`config.mk`:
```
export PLATFORM = sky130hd
export DESIGN_NAME = box_filter_top
export DESIGN_NICKNAME = d
export VERILOG_FILES = /design/src/hw/ctrl_pkg.sv /design/src/hw/img_pkg.sv /design/src/hw/box_filter_top.sv /design/src/hw/r6_window_sum.sv /design/src/hw/scan_ctrl.sv /design/src/hw/column_buffer.sv
export SDC_FILE = /design/constraint.sdc
export NUM_CORES = 2
export LEC_CHECK = 0
export BUFFER_PORTS_ARGS = -buffer_cell sky130_fd_sc_hd__buf_2
export CAP_MARGIN = 15
export CORE_MARGIN = 1
export CORE_UTILIZATION = 42
export CTS_CLUSTER_DIAMETER = 120
export CTS_CLUSTER_SIZE = 40
export DETAILED_ROUTE_END_ITERATION = 10
export PLACE_DENSITY_LB_ADDON = 0.25
export SYNTH_ARGS = -nofsm -noshare
export SYNTH_HDL_FRONTEND = slang
export SYNTH_HIERARCHICAL = 1
export SYNTH_SLANG_ARGS = --single-unit
export TNS_END_PERCENT = 5
```
`constraint.sdc`:
```
create_clock -name clk -period 120.6 [get_ports clk]
set_clock_uncertainty 0.05 [all_clocks]
set_input_delay 18.09 -clock clk [delete_from_list [all_inputs] [get_ports clk]]
set_output_delay 18.09 -clock clk [all_outputs]
set_load 0.02 [all_outputs]
```
`src/hw/ctrl_pkg.sv`:
```
`default_nettype none

package ctrl_pkg;

  // ~~~~~~~~~~~~~~~~~~~~
  // Scan sequencing
  // ~~~~~~~~~~~~~~~~~~~~

  // FILL until the line buffers hold a full column.
  typedef enum logic [1:0] {
    IDLE,
    FILL,
    SCAN
  } scan_state_t;

  // ~~~~~~~~~~~~~~~~~~~~
  // Datapath controls
  // ~~~~~~~~~~~~~~~~~~~~

  // Aligned with the column sum they act on.
  typedef struct packed {
    logic ld;     // Restart accumulator with new column.
    logic sub;    // Drop the column 13 positions back.
    logic valid;  // Window is complete.
  } win_ctrl_t;

endpackage

`default_nettype wire

```
`src/hw/img_pkg.sv`:
```
`default_nettype none

package img_pkg;

  // ~~~~~~~~~~~~~~~~~~~~
  // Data widths
  // ~~~~~~~~~~~~~~~~~~~~

  typedef logic [7:0]  pixel_t;    // Grayscale sample.
  typedef logic [11:0] col_sum_t;  // Up to 3315 for 13 pixels.
  typedef logic [15:0] win_sum_t;  // Up to 43095 for 169 pixels.

  // Raster position counters.
  typedef logic [3:0] col_t;
  typedef logic [3:0] row_t;

  // ~~~~~~~~~~~~~~~~~~~~
  // Geometry
  // ~~~~~~~~~~~~~~~~~~~~

  localparam int FRAME_COLS = 16;
  localparam int FRAME_ROWS = 14;

  localparam int WIN_SIZE   = 13;  // Window side.
  localparam int WIN_RADIUS = 6;

  // Register stage on the taps plus four adder levels.
  localparam int COL_TREE_LAT = 5;

endpackage

`default_nettype wire
```
`src/hw/box_filter_top.sv`:
```
`timescale 1ns/1ps
`default_nettype none

module box_filter_top (
  input  logic              clk,
  input  logic              rst_n,
  input  img_pkg::pixel_t   i_pix,
  input  logic              i_pix_valid,
  input  logic              i_sof,
  output img_pkg::win_sum_t o_win_sum,
  output img_pkg::pixel_t   o_centre,
  output logic              o_win_valid,
  output logic              o_frame_done
);

  import img_pkg::*;
  import ctrl_pkg::*;

  pixel_t [WIN_SIZE-1:0] column;
  win_ctrl_t             win_ctrl;

  scan_ctrl scan_ctrl_inst (
    .clk          (clk),
    .rst_n        (rst_n),
    .i_pix_valid  (i_pix_valid),
    .i_sof        (i_sof),
    .o_ctrl       (win_ctrl),
    .o_frame_done (o_frame_done)
  );

  column_buffer column_buffer_inst (
    .clk         (clk),
    .rst_n       (rst_n),
    .i_pix       (i_pix),
    .i_pix_valid (i_pix_valid),
    .o_column    (column)
  );

  // Sum and centre come out COL_TREE_LAT + 1 after the last pixel.
  r6_window_sum r6_window_sum_inst (
    .clk         (clk),
    .rst_n       (rst_n),
    .i_column    (column),
    .i_ctrl      (win_ctrl),
    .o_win_sum   (o_win_sum),
    .o_centre    (o_centre),
    .o_win_valid (o_win_valid)
  );

endmodule

`default_nettype wire

```
`src/hw/r6_window_sum.sv`:
```
`timescale 1ns/1ps
`default_nettype none

module r6_window_sum (
  input  logic                                    clk,
  input  logic                                    rst_n,
  input  img_pkg::pixel_t [img_pkg::WIN_SIZE-1:0] i_column,
  input  ctrl_pkg::win_ctrl_t                     i_ctrl,
  output img_pkg::win_sum_t                       o_win_sum,
  output img_pkg::pixel_t                         o_centre,
  output logic                                    o_win_valid
);

  import img_pkg::*;
  import ctrl_pkg::*;

  localparam int N_PAIRS    = WIN_SIZE / 2;
  localparam int CENTRE_LAT = WIN_RADIUS + COL_TREE_LAT + 1;

  pixel_t [WIN_SIZE-1:0] taps_q;
  logic   [8:0]          lvl1_q [N_PAIRS];
  logic   [9:0]          lvl2_q [N_PAIRS/2];
  logic   [10:0]         lvl3_lo_q;
  logic   [10:0]         lvl3_hi_q;
  pixel_t                odd_d1_q;
  pixel_t                odd_d2_q;
  col_sum_t              col_sum_q;
  col_sum_t              col_dly_q [WIN_SIZE];
  col_sum_t              col_old;
  win_sum_t              sub_term;
  win_sum_t              acc_q;
  logic                  win_valid_q;
  pixel_t                centre_q [CENTRE_LAT];

  // ~~~~~~~~~~~~~~~~~~~~
  // Column adder tree
  // ~~~~~~~~~~~~~~~~~~~~

  always_ff @(posedge clk) begin
    taps_q <= i_column;

    for (int i = 0; i < N_PAIRS; i++) begin
      lvl1_q[i] <= 9'(taps_q[2*i]) + 9'(taps_q[2*i+1]);
    end
    odd_d1_q <= taps_q[WIN_SIZE-1];  // Odd tap skips level one.

    for (int i = 0; i < N_PAIRS/2; i++) begin
      lvl2_q[i] <= 10'(lvl1_q[2*i]) + 10'(lvl1_q[2*i+1]);
    end
    odd_d2_q <= odd_d1_q;

    lvl3_lo_q <= 11'(lvl2_q[0]) + 11'(lvl2_q[1]);  // Rows 0..7.
    lvl3_hi_q <= 11'(lvl2_q[2]) + 11'(odd_d2_q);   // Rows 8..12.

    col_sum_q <= col_sum_t'(lvl3_lo_q) + col_sum_t'(lvl3_hi_q);
  end

  // ~~~~~~~~~~~~~~~~~~~~
  // Sliding window
  // ~~~~~~~~~~~~~~~~~~~~

  // Column sums of the last 13 positions.
  always_ff @(posedge clk) begin
    col_dly_q[0] <= col_sum_q;
    for (int k = 1; k < WIN_SIZE; k++) begin
      col_dly_q[k] <= col_dly_q[k-1];
    end
  end

  assign col_old  = col_dly_q[WIN_SIZE-1];
  assign sub_term = i_ctrl.sub ? win_sum_t'(col_old) : win_sum_t'(0);

  always_ff @(posedge clk) begin
    if (i_ctrl.ld) begin
      acc_q <= win_sum_t'(col_sum_q);  // First column of a row.
    end else begin
      acc_q <= acc_q + win_sum_t'(col_sum_q) - sub_term;
    end
  end

  always_ff @(posedge clk) begin
    if (!rst_n) begin
      win_valid_q <= 1'b0;
    end else begin
      win_valid_q <= i_ctrl.valid;
    end
  end

  // ~~~~~~~~~~~~~~~~~~~~
  // Central pixel
  // ~~~~~~~~~~~~~~~~~~~~

  // Middle row tap, held back six columns plus the sum latency.
  always_ff @(posedge clk) begin
    centre_q[0] <= i_column[WIN_RADIUS];
    for (int k = 1; k < CENTRE_LAT; k++) begin
      centre_q[k] <= centre_q[k-1];
    end
  end

  assign o_win_sum   = acc_q;
  assign o_centre    = centre_q[CENTRE_LAT-1];
  assign o_win_valid = win_valid_q;

  // Dropped column was added earlier in the same row.
  a_acc_no_underflow : assert property (
    @(posedge clk) disable iff (!rst_n)
    (i_ctrl.sub && !i_ctrl.ld) |->
      (17'(acc_q) + 17'(col_sum_q)) >= 17'(col_old)
  );

endmodule

`default_nettype wire

```
`src/hw/scan_ctrl.sv`:
```
`timescale 1ns/1ps
`default_nettype none

module scan_ctrl (
  input  logic                clk,
  input  logic                rst_n,
  input  logic                i_pix_valid,
  input  logic                i_sof,
  output ctrl_pkg::win_ctrl_t o_ctrl,
  output logic                o_frame_done
);

  import img_pkg::*;
  import ctrl_pkg::*;

  // Done trails the last valid strobe by one cycle.
  localparam int DONE_LAT = COL_TREE_LAT + 2;

  scan_state_t state_q;
  scan_state_t state_nxt;
  scan_state_t cur_state;
  col_t        col_q;
  col_t        cur_col;
  row_t        row_q;
  row_t        cur_row;
  logic        active;
  logic        row_end;
  logic        last_pix;
  win_ctrl_t   ctrl_dec;

  win_ctrl_t [COL_TREE_LAT-1:0] ctrl_pipe_q;
  logic      [DONE_LAT-1:0]     done_pipe_q;

  // ~~~~~~~~~~~~~~~~~~~~
  // Position of the input pixel
  // ~~~~~~~~~~~~~~~~~~~~

  // Start of frame forces position (0,0).
  always_comb begin
    cur_state = i_sof ? FILL : state_q;
    cur_col   = i_sof ? col_t'(0) : col_q;
    cur_row   = i_sof ? row_t'(0) : row_q;
  end

  assign active   = i_pix_valid && (cur_state != IDLE);
  assign row_end  = (cur_col == col_t'(FRAME_COLS - 1));
  assign last_pix = row_end && (cur_row == row_t'(FRAME_ROWS - 1));

  always_comb begin
    state_nxt = state_q;
    if (active) begin
      state_nxt = cur_state;
      case (cur_state)
        FILL: begin
          if (row_end && (cur_row == row_t'(WIN_SIZE - 2))) state_nxt = SCAN;
        end
        SCAN: begin
          if (last_pix) state_nxt = IDLE;
        end
        default: state_nxt = IDLE;
      endcase
    end
  end

  always_ff @(posedge clk) begin
    if (!rst_n) begin
      state_q <= IDLE;
      col_q   <= '0;
      row_q   <= '0;
    end else begin
      state_q <= state_nxt;
      if (active) begin
        col_q <= row_end ? col_t'(0) : cur_col + 1'b1;
        if (last_pix) row_q <= '0;
        else if (row_end) row_q <= cur_row + 1'b1;
        else row_q <= cur_row;
      end
    end
  end

  // ~~~~~~~~~~~~~~~~~~~~
  // Control decode and alignment
  // ~~~~~~~~~~~~~~~~~~~~

  always_comb begin
    ctrl_dec.ld    = active && (cur_col == col_t'(0));
    ctrl_dec.sub   = active && (cur_col >= col_t'(WIN_SIZE));
    ctrl_dec.valid = active && (cur_state == SCAN) && (cur_col >= col_t'(WIN_SIZE - 1));
  end

  always_ff @(posedge clk) begin
    if (!rst_n) begin
      ctrl_pipe_q <= '0;
      done_pipe_q <= '0;
    end else begin
      ctrl_pipe_q <= {ctrl_pipe_q[COL_TREE_LAT-2:0], ctrl_dec};  // Matches adder tree.
      done_pipe_q <= {done_pipe_q[DONE_LAT-2:0], active && last_pix};
    end
  end

  assign o_ctrl       = ctrl_pipe_q[COL_TREE_LAT-1];
  assign o_frame_done = done_pipe_q[DONE_LAT-1];

  a_sof_has_pixel : assert property (
    @(posedge clk) disable iff (!rst_n)
    i_sof |-> i_pix_valid
  );

  // Line buffers assume an unbroken stream inside a frame.
  a_no_gap : assert property (
    @(posedge clk) disable iff (!rst_n)
    (state_q != IDLE) |-> i_pix_valid
  );

endmodule

`default_nettype wire

```
`src/hw/column_buffer.sv`:
```
`timescale 1ns/1ps
`default_nettype none

module column_buffer (
  input  logic                                    clk,
  input  logic                                    rst_n,
  input  img_pkg::pixel_t                         i_pix,
  input  logic                                    i_pix_valid,
  output img_pkg::pixel_t [img_pkg::WIN_SIZE-1:0] o_column
);

  import img_pkg::*;

  localparam int N_LINES = WIN_SIZE - 1;

  // One frame row per line with the newest sample at index 0.
  pixel_t [FRAME_COLS-1:0] line_q [N_LINES];

  // ~~~~~~~~~~~~~~~~~~~~
  // Line buffer chain
  // ~~~~~~~~~~~~~~~~~~~~

  always_ff @(posedge clk) begin
    if (!rst_n) begin
      for (int k = 0; k < N_LINES; k++) begin
        line_q[k] <= '0;
      end
    end else if (i_pix_valid) begin
      line_q[0] <= {line_q[0][FRAME_COLS-2:0], i_pix};
      for (int k = 1; k < N_LINES; k++) begin
        // Oldest pixel of a line feeds the next line.
        line_q[k] <= {line_q[k][FRAME_COLS-2:0], line_q[k-1][FRAME_COLS-1]};
      end
    end
  end

  // ~~~~~~~~~~~~~~~~~~~~
  // Column taps
  // ~~~~~~~~~~~~~~~~~~~~

  // Index k is the pixel k rows above the current one.
  always_comb begin
    o_column[0] = i_pix;  // Current row.
    for (int k = 1; k < WIN_SIZE; k++) begin
      o_column[k] = line_q[k-1][FRAME_COLS-1];
    end
  end

  // Buffered rows must stay defined once the stream runs.
  a_taps_known : assert property (
    @(posedge clk) disable iff (!rst_n)
    i_pix_valid |-> !$isunknown(o_column)
  );

endmodule

`default_nettype wire

```
## Word-level counts from Yosys, hierarchy flattened

Memory sizes are Yosys's and may differ from the RTL's.
Index checks and enable logic that the tools add are counted.

| cells by class | value |
|---|---|
| add/sub/neg operators | 16 |
| $mul | 0 |
| divide/modulo/power cells | 0 |
| $lt $le $gt $ge | 2 |
| eq/ne operators | 5 |
| shift operators | 0 |
| mux-type cells | 27 |
| bitwise operators | 12 |
| reduce and logical (&&, ||, !) cells | 10 |

Operators by type and width:

| kind | count |
|---|---|
| $mux 128 | 12 |
| $add 8x8->9 | 6 |
| $add 9x9->10 | 3 |
| $mux 12 | 2 |
| $mux 4 | 5 |
| $add 16x12->16 | 1 |
| $sub 16x12->16 | 1 |
| $add 11x11->12 | 1 |
| $eq 4x4->1 const B | 3 |
| $or 1x1->1 | 12 |
| $add 10x10->11 | 1 |
| $add 10x8->11 | 1 |
| $add 4x1->4 const B | 2 |
| $ge 4x4->1 const B | 2 |
| $logic_and 1x1->1 | 8 |
| $mux 2 | 3 |
| $logic_not 4->1 | 1 |
| $mux 1 | 4 |
| $pmux 2 s2 | 1 |
| $eq 2x1->1 const B | 1 |
| $eq 2x2->1 const B | 1 |
| $reduce_bool 2->1 | 1 |

| word-level totals | value |
|---|---|
| register bits after elaboration | 203 |
| latch bits | 0 |
| RAM bits | 1,872 |
| memory bits (read-only) | 0 |
| input port bits | 12 |
| output and inout port bits | 26 |
| word-level logic and storage cells | 117 |
| memories | 5 |

Memory list:

| name | words | width | rd ports | clocked after memory_dff | wr ports | line | RTL |
|---|---|---|---|---|---|---|---|
| column_buffer_inst.line_q | 12 | 128 | 12 | 0 | 12 | column_buffer.sv:17 | `pixel_t [FRAME_COLS-1:0] line_q [N_LINES];` |
| r6_window_sum_inst.col_dly_q | 13 | 12 | 13 | 0 | 13 | r6_window_sum.sv:28 | `col_sum_t col_dly_q [WIN_SIZE];` |
| r6_window_sum_inst.centre_q | 12 | 8 | 12 | 0 | 12 | r6_window_sum.sv:33 | `pixel_t centre_q [CENTRE_LAT];` |
| r6_window_sum_inst.lvl1_q | 6 | 9 | 6 | 0 | 6 | r6_window_sum.sv:21 | `logic [8:0] lvl1_q [N_PAIRS];` |
| r6_window_sum_inst.lvl2_q | 3 | 10 | 3 | 0 | 3 | r6_window_sum.sv:22 | `logic [9:0] lvl2_q [N_PAIRS/2];` |

## Longest topological paths before layout

| depth | value |
|---|---|
| word-level depth | 5 |
| gate-level depth with buffers | 12 |

## Modules after synthesis

The synthesis kept the hierarchy.

By module, submodules not included:

| module | times used | cells each | area each (um2) |
|---|---|---|---|
| column_buffer | 1 | 3,490 | 58,733.8 |
| r6_window_sum | 1 | 1,272 | 15,602.5 |
| scan_ctrl | 1 | 145 | 1,357.6 |

## Worst setup path before layout

No wires, ideal clock.

| path | value |
|---|---|
| kind | input port to flip-flop |
| start | in i_pix_valid |
| end | mem column_buffer_inst/line_q[0][0] (netlist name) (enable) |
| setup time | 2.205 ns |
| data arrival time | 55.163 ns |
| path slack | 63.182 ns |
| stages on the path | 3 |
| path through | buf_2 -> buf_2 -> nand2b_1 |

RTL lines:

| item | line | RTL |
|---|---|---|
| start, declared | box_filter_top.sv:8 | `input logic i_pix_valid,` |
| end, declared | column_buffer.sv:17 |  |

==> key figures <==
Run status
  • Status: complete, no violations

Detailed routing
  • DRT iter0 DRCs: 3497
  • Final ANT Viol Nets: 0
  • Number of remaining DRC errors: 0
  • Routed len/inst: 15.60 um
  • Via density: 4.957
  • Pre-antenna DRT Iters: 7
  • Final WL: 109300 um
  • Vias: 34710

Critical path
  • CP Launch Type: input port
  • Flop2flop setup slack: 117.46 ns
  • Worst Path Buf+Inv: 5
  • Data arrival, critical path: 22.79 ns
  • Crit path cell chain: buf_8 -> nand2b_4 -> buf_4 -> buf_4 -> buf_4 -> buf_4
  • Crit-path max FO: 159
  • Crit-path max cell delay: 0.97 ns
  • Worst EP required: 120.92 ns
  • RR Startpoint: scan_ctrl_inst/o_ctrl[1]
  • Reg2reg path depth: 9
  • Worst r2r dst: r6_window_sum_inst/o_win_sum[13]
  • Crit-path most repeated cell: buf_4
  • Slowest CP cell: buf_4
  • Worst path top cell family by delay: buffers and inverters
  • Worst Setup Path Type: input port to flip-flop
  • CP endpoint kind: flip-flop

Synthesis
  • Synth area leaders: edfxtp_1 (61%), dfxtp_1 (14%), and3_1 (11%)
  • Post-synth ARST share: 0%
  • EDFF count, synth: 1536
  • Mapped Nets: 5071
  • Top FF cell, synth: edfxtp_1
  • Synth cell types: 70
  • Share of the synthesized area in the top cell type: 60.94%
  • Area leader, netlist: edfxtp_1
  • Synth warnings: 6
  • Avg Synthesized Cell Area: 15.43 um2
  • Synth Register Bits: 2067
  • Synthesized area: 75690 um2
  • Mapped Cells: 4907
  • Seq/Total Area, Yosys: 74.98%

STA
  • Final hold vios: 0
  • # setup viols final: 0
  • Pins Over Slew Limit: 0
  • Min Hold Slack: 0.2740 ns
  • Worst slew margin: 13.69%
  • Fin crit share: 18.64%
  • Final Critical Period: 22.48 ns
  • Worst-Margin Slew: 1.295 ns
  • Maximum clock rate: 44.49 MHz
  • RSZ-0062 raised after global routing: no
  • Setup_tns: 0 ns

Cells and area
  • Multi-input gate area: 15330 um2
  • Final Core Density: 43.51%
  • Share of layout cells above drive strength 1: 3.379%
  • Fillers: 15920
  • Area delta synth->final: 2.784%
  • Finished Layout Cells: 7003
  • # nets final: 4763
  • FF/Latch Area: 56750 um2

Floorplan
  • Die W: 426.5 um
  • # IOs: 38
  • Core Box Area: 178800 um2
  • Die Area: 181900 um2
  • Die H: 426.5 um
  • Initial Utilization: 42.33%
  • Row cnt: 155

Global routing
  • Total gr overflow: 0
  • Largest net degree at the start of global routing: 318
  • Vias in the first global route: 33340
  • GRT Overall Usage: 11.75%
  • First-pass GRT wire length: 179700 um
  • Initial antenna violation count: 1

Flow run
  • Maxcap violations: 0

CTS
  • CTS tree: built
  • TritonCTS buffer count: 58
  • CTS Root Cell: clkbuf_16
  • Post-CTS setup buffers: 0
  • Max clock buf depth: 3
  • CTS Sinks: 2067
  • Post-CTS Resized: 0
  • Clock-pin slew on the worst setup and hold paths: 0.14 ns
  • Clock Latency Late Sink: 0.75 ns
  • H-tree depth: 2
  • CTS hold repair buffers: 0

Power and ir drop
  • Logic pwr share: 14.8%
  • Pwr dens: 17.52 nW/um2
  • Peak VDD IR: 0.00001731 V
  • Sequential power share: 63.7%
  • Internal: 1.020 mW
  • Net Sw Power: 0.3432 mW
  • Tot Pwr: 1.363 mW
  • Leak: 33.86 nW
  • Clock power frac: 21.5%
  • Net Sw Frac: 25.18%

Min path
  • Hold Path Class: flip-flop to flip-flop
  • WHS Path Cells: 0
  • Hold EP: r6_window_sum_inst/centre_q[0][27]
  • HP Start: r6_window_sum_inst/centre_q[0][19]

Place
  • Inst Count DP: 6893
  • Gpl congestion: 0.7459
  • I/O Buffers: 37
  • Detailed placement HPWL: 55900 um
==> logic make-up after synthesis <==
logic type / Yosys count / synth area share (%)
DFF: 2067 / 74.98
and+or+nand+nor: 1803 / 14.50
buffers and inverters: 566 / 4.775
AOI/OAI and AO/OA: 242 / 2.083
adders and majority gates: 152 / 2.751
xor gates and xnor gates: 71 / 0.8215
muxes: 6 / 0.08595
==> state kept, by name, summed over array words and instances (netlist names), 8 cells and up <==
register and count:
r6_window_sum_inst/col_dly_q 156, r6_window_sum_inst/odd_d1_q 8, r6_window_sum_inst/lvl1_q 54, r6_window_sum_inst/o_win_sum 16, r6_window_sum_inst/odd_d2_q 8, scan_ctrl_inst/ctrl_pipe_q 12
r6_window_sum_inst/lvl2_q 30, r6_window_sum_inst/col_sum_q 12, r6_window_sum_inst/taps_q 103, r6_window_sum_inst/lvl3_lo_q 11, r6_window_sum_inst/lvl3_hi_q 11, r6_window_sum_inst/centre_q 89
column_buffer_inst/line_q 1536
==> worst register-to-register path, cell delays in order, from the launching register on <==
cell,delay [ns]
dfxtp_1,0.68
and2_1,0.24
fa_1,0.41
inv_1,0.07
ha_1,0.28
a21o_1,0.23
a31oi_2,0.27
a21oi_1,0.17
o21ai_0,0.28
mux2_2,0.36
==> synth_stat cells, types with 3 or more instances <==
master       n
edfxtp_1  1536
and3_1    1288
dfxtp_1    531
and2_1     288
buf_2      137
ha_1       128
inv_1      122
buf_4      118
buf_6      111
nor2_1      81
o21ai_0     65
xnor2_1     61
clkbuf_1    56
a21oi_1     55
nand2_1     42
nor2b_1     31
fa_1        24
clkbuf_2    21
a21o_1      17
nor3_1      17
o21a_1      17
a21boi_0    15
a211oi_1    10
nand2b_1    10
nand3_1     10
xor2_1      10
o31ai_1      9
nand4_1      6
nor4_1       6
o22ai_1      6
o41ai_1      6
or3_1        6
o211ai_1     5
a31oi_1      4
mux2_2       4
o21ai_1      4
o21bai_1     3
or4_1        3
==> layer usage <==
layer / wire [um] / GRT usage (%) / up-vias
li1: - / - / 17010
met1: 57400 / 18.44 / 17390
met2: 47480 / 17.49 / 224
met3: 2697 / 1.389 / 85
met4: 1694 / 2.306 / 0
met5: 0 / 0 / -
==> cell usage in the layout, fill, tap and decap left out, drive strengths merged, types with 3 or more instances in the layout <==
cell       n
nor2b     31
fa        24
a31oi      5
nor2      81
o21a      17
xor2      10
xnor2     61
mux2       4
nand3     12
buf       76
or4        3
dfxtp    531
o21bai     3
or3        6
a211oi    11
nand4      6
nand2     42
edfxtp  1536
inv      123
clkbuf   104
a21boi    16
o21ai     69
and2     288
nor3      18
a21o      17
a21oi     56
o22ai      6
o31ai      9
ha       128
o211ai     5
nor4       6
o41ai      6
clkinv     3
nand2b    10
and3    1288
==> through the flow <==
stage / worst slack, ns / cell area, um2
final: 98.12 / 77800
after global routing: 97.75 / 77800
after CTS: 98.09 / 77770
after detailed placement: 97.23 / 76020
after global placement: 97.35 / 76020
after floorplan: 63.18 / 75690
==> final cells by class <==
cell class | count | share of cell area, %
flip-flops and latches | 2067 | 72.95
multi-input cells | 2274 | 19.71
well taps | 2355 | 3.787
clock buffers | 104 | 2.142
repair buffers | 76 | 0.7140
inverters | 122 | 0.5886
clock inverters | 4 | 0.1094
diodes | 1 | 0.003216
==> power groups by stage <==
stage	clock network (mW)	registers (mW)	logic [mW]
after global routing	0.328	0.877	0.228
after floorplan	0	0.922	0.155
final	0.293	0.868	0.202
after detailed placement	0	0.885	0.202
after global placement	0	0.884	0.200
after CTS	0.309	0.870	0.204
==> worst max path at each step <==
stage	startpoint	endpoint	slack (ns)	cells after the start
CTS	rst_n	column_buffer_inst/line_q[0][838]	98.09	6
detailed placement	rst_n	column_buffer_inst/line_q[0][774]	97.23	6
floorplan	i_pix_valid	column_buffer_inst/line_q[0][0]	63.18	3
global placement	rst_n	column_buffer_inst/line_q[0][814]	97.35	6
global route	rst_n	column_buffer_inst/line_q[0][714]	97.75	6
finish	rst_n	column_buffer_inst/line_q[0][830]	98.12	6
(Power assumes the default switching activity.)
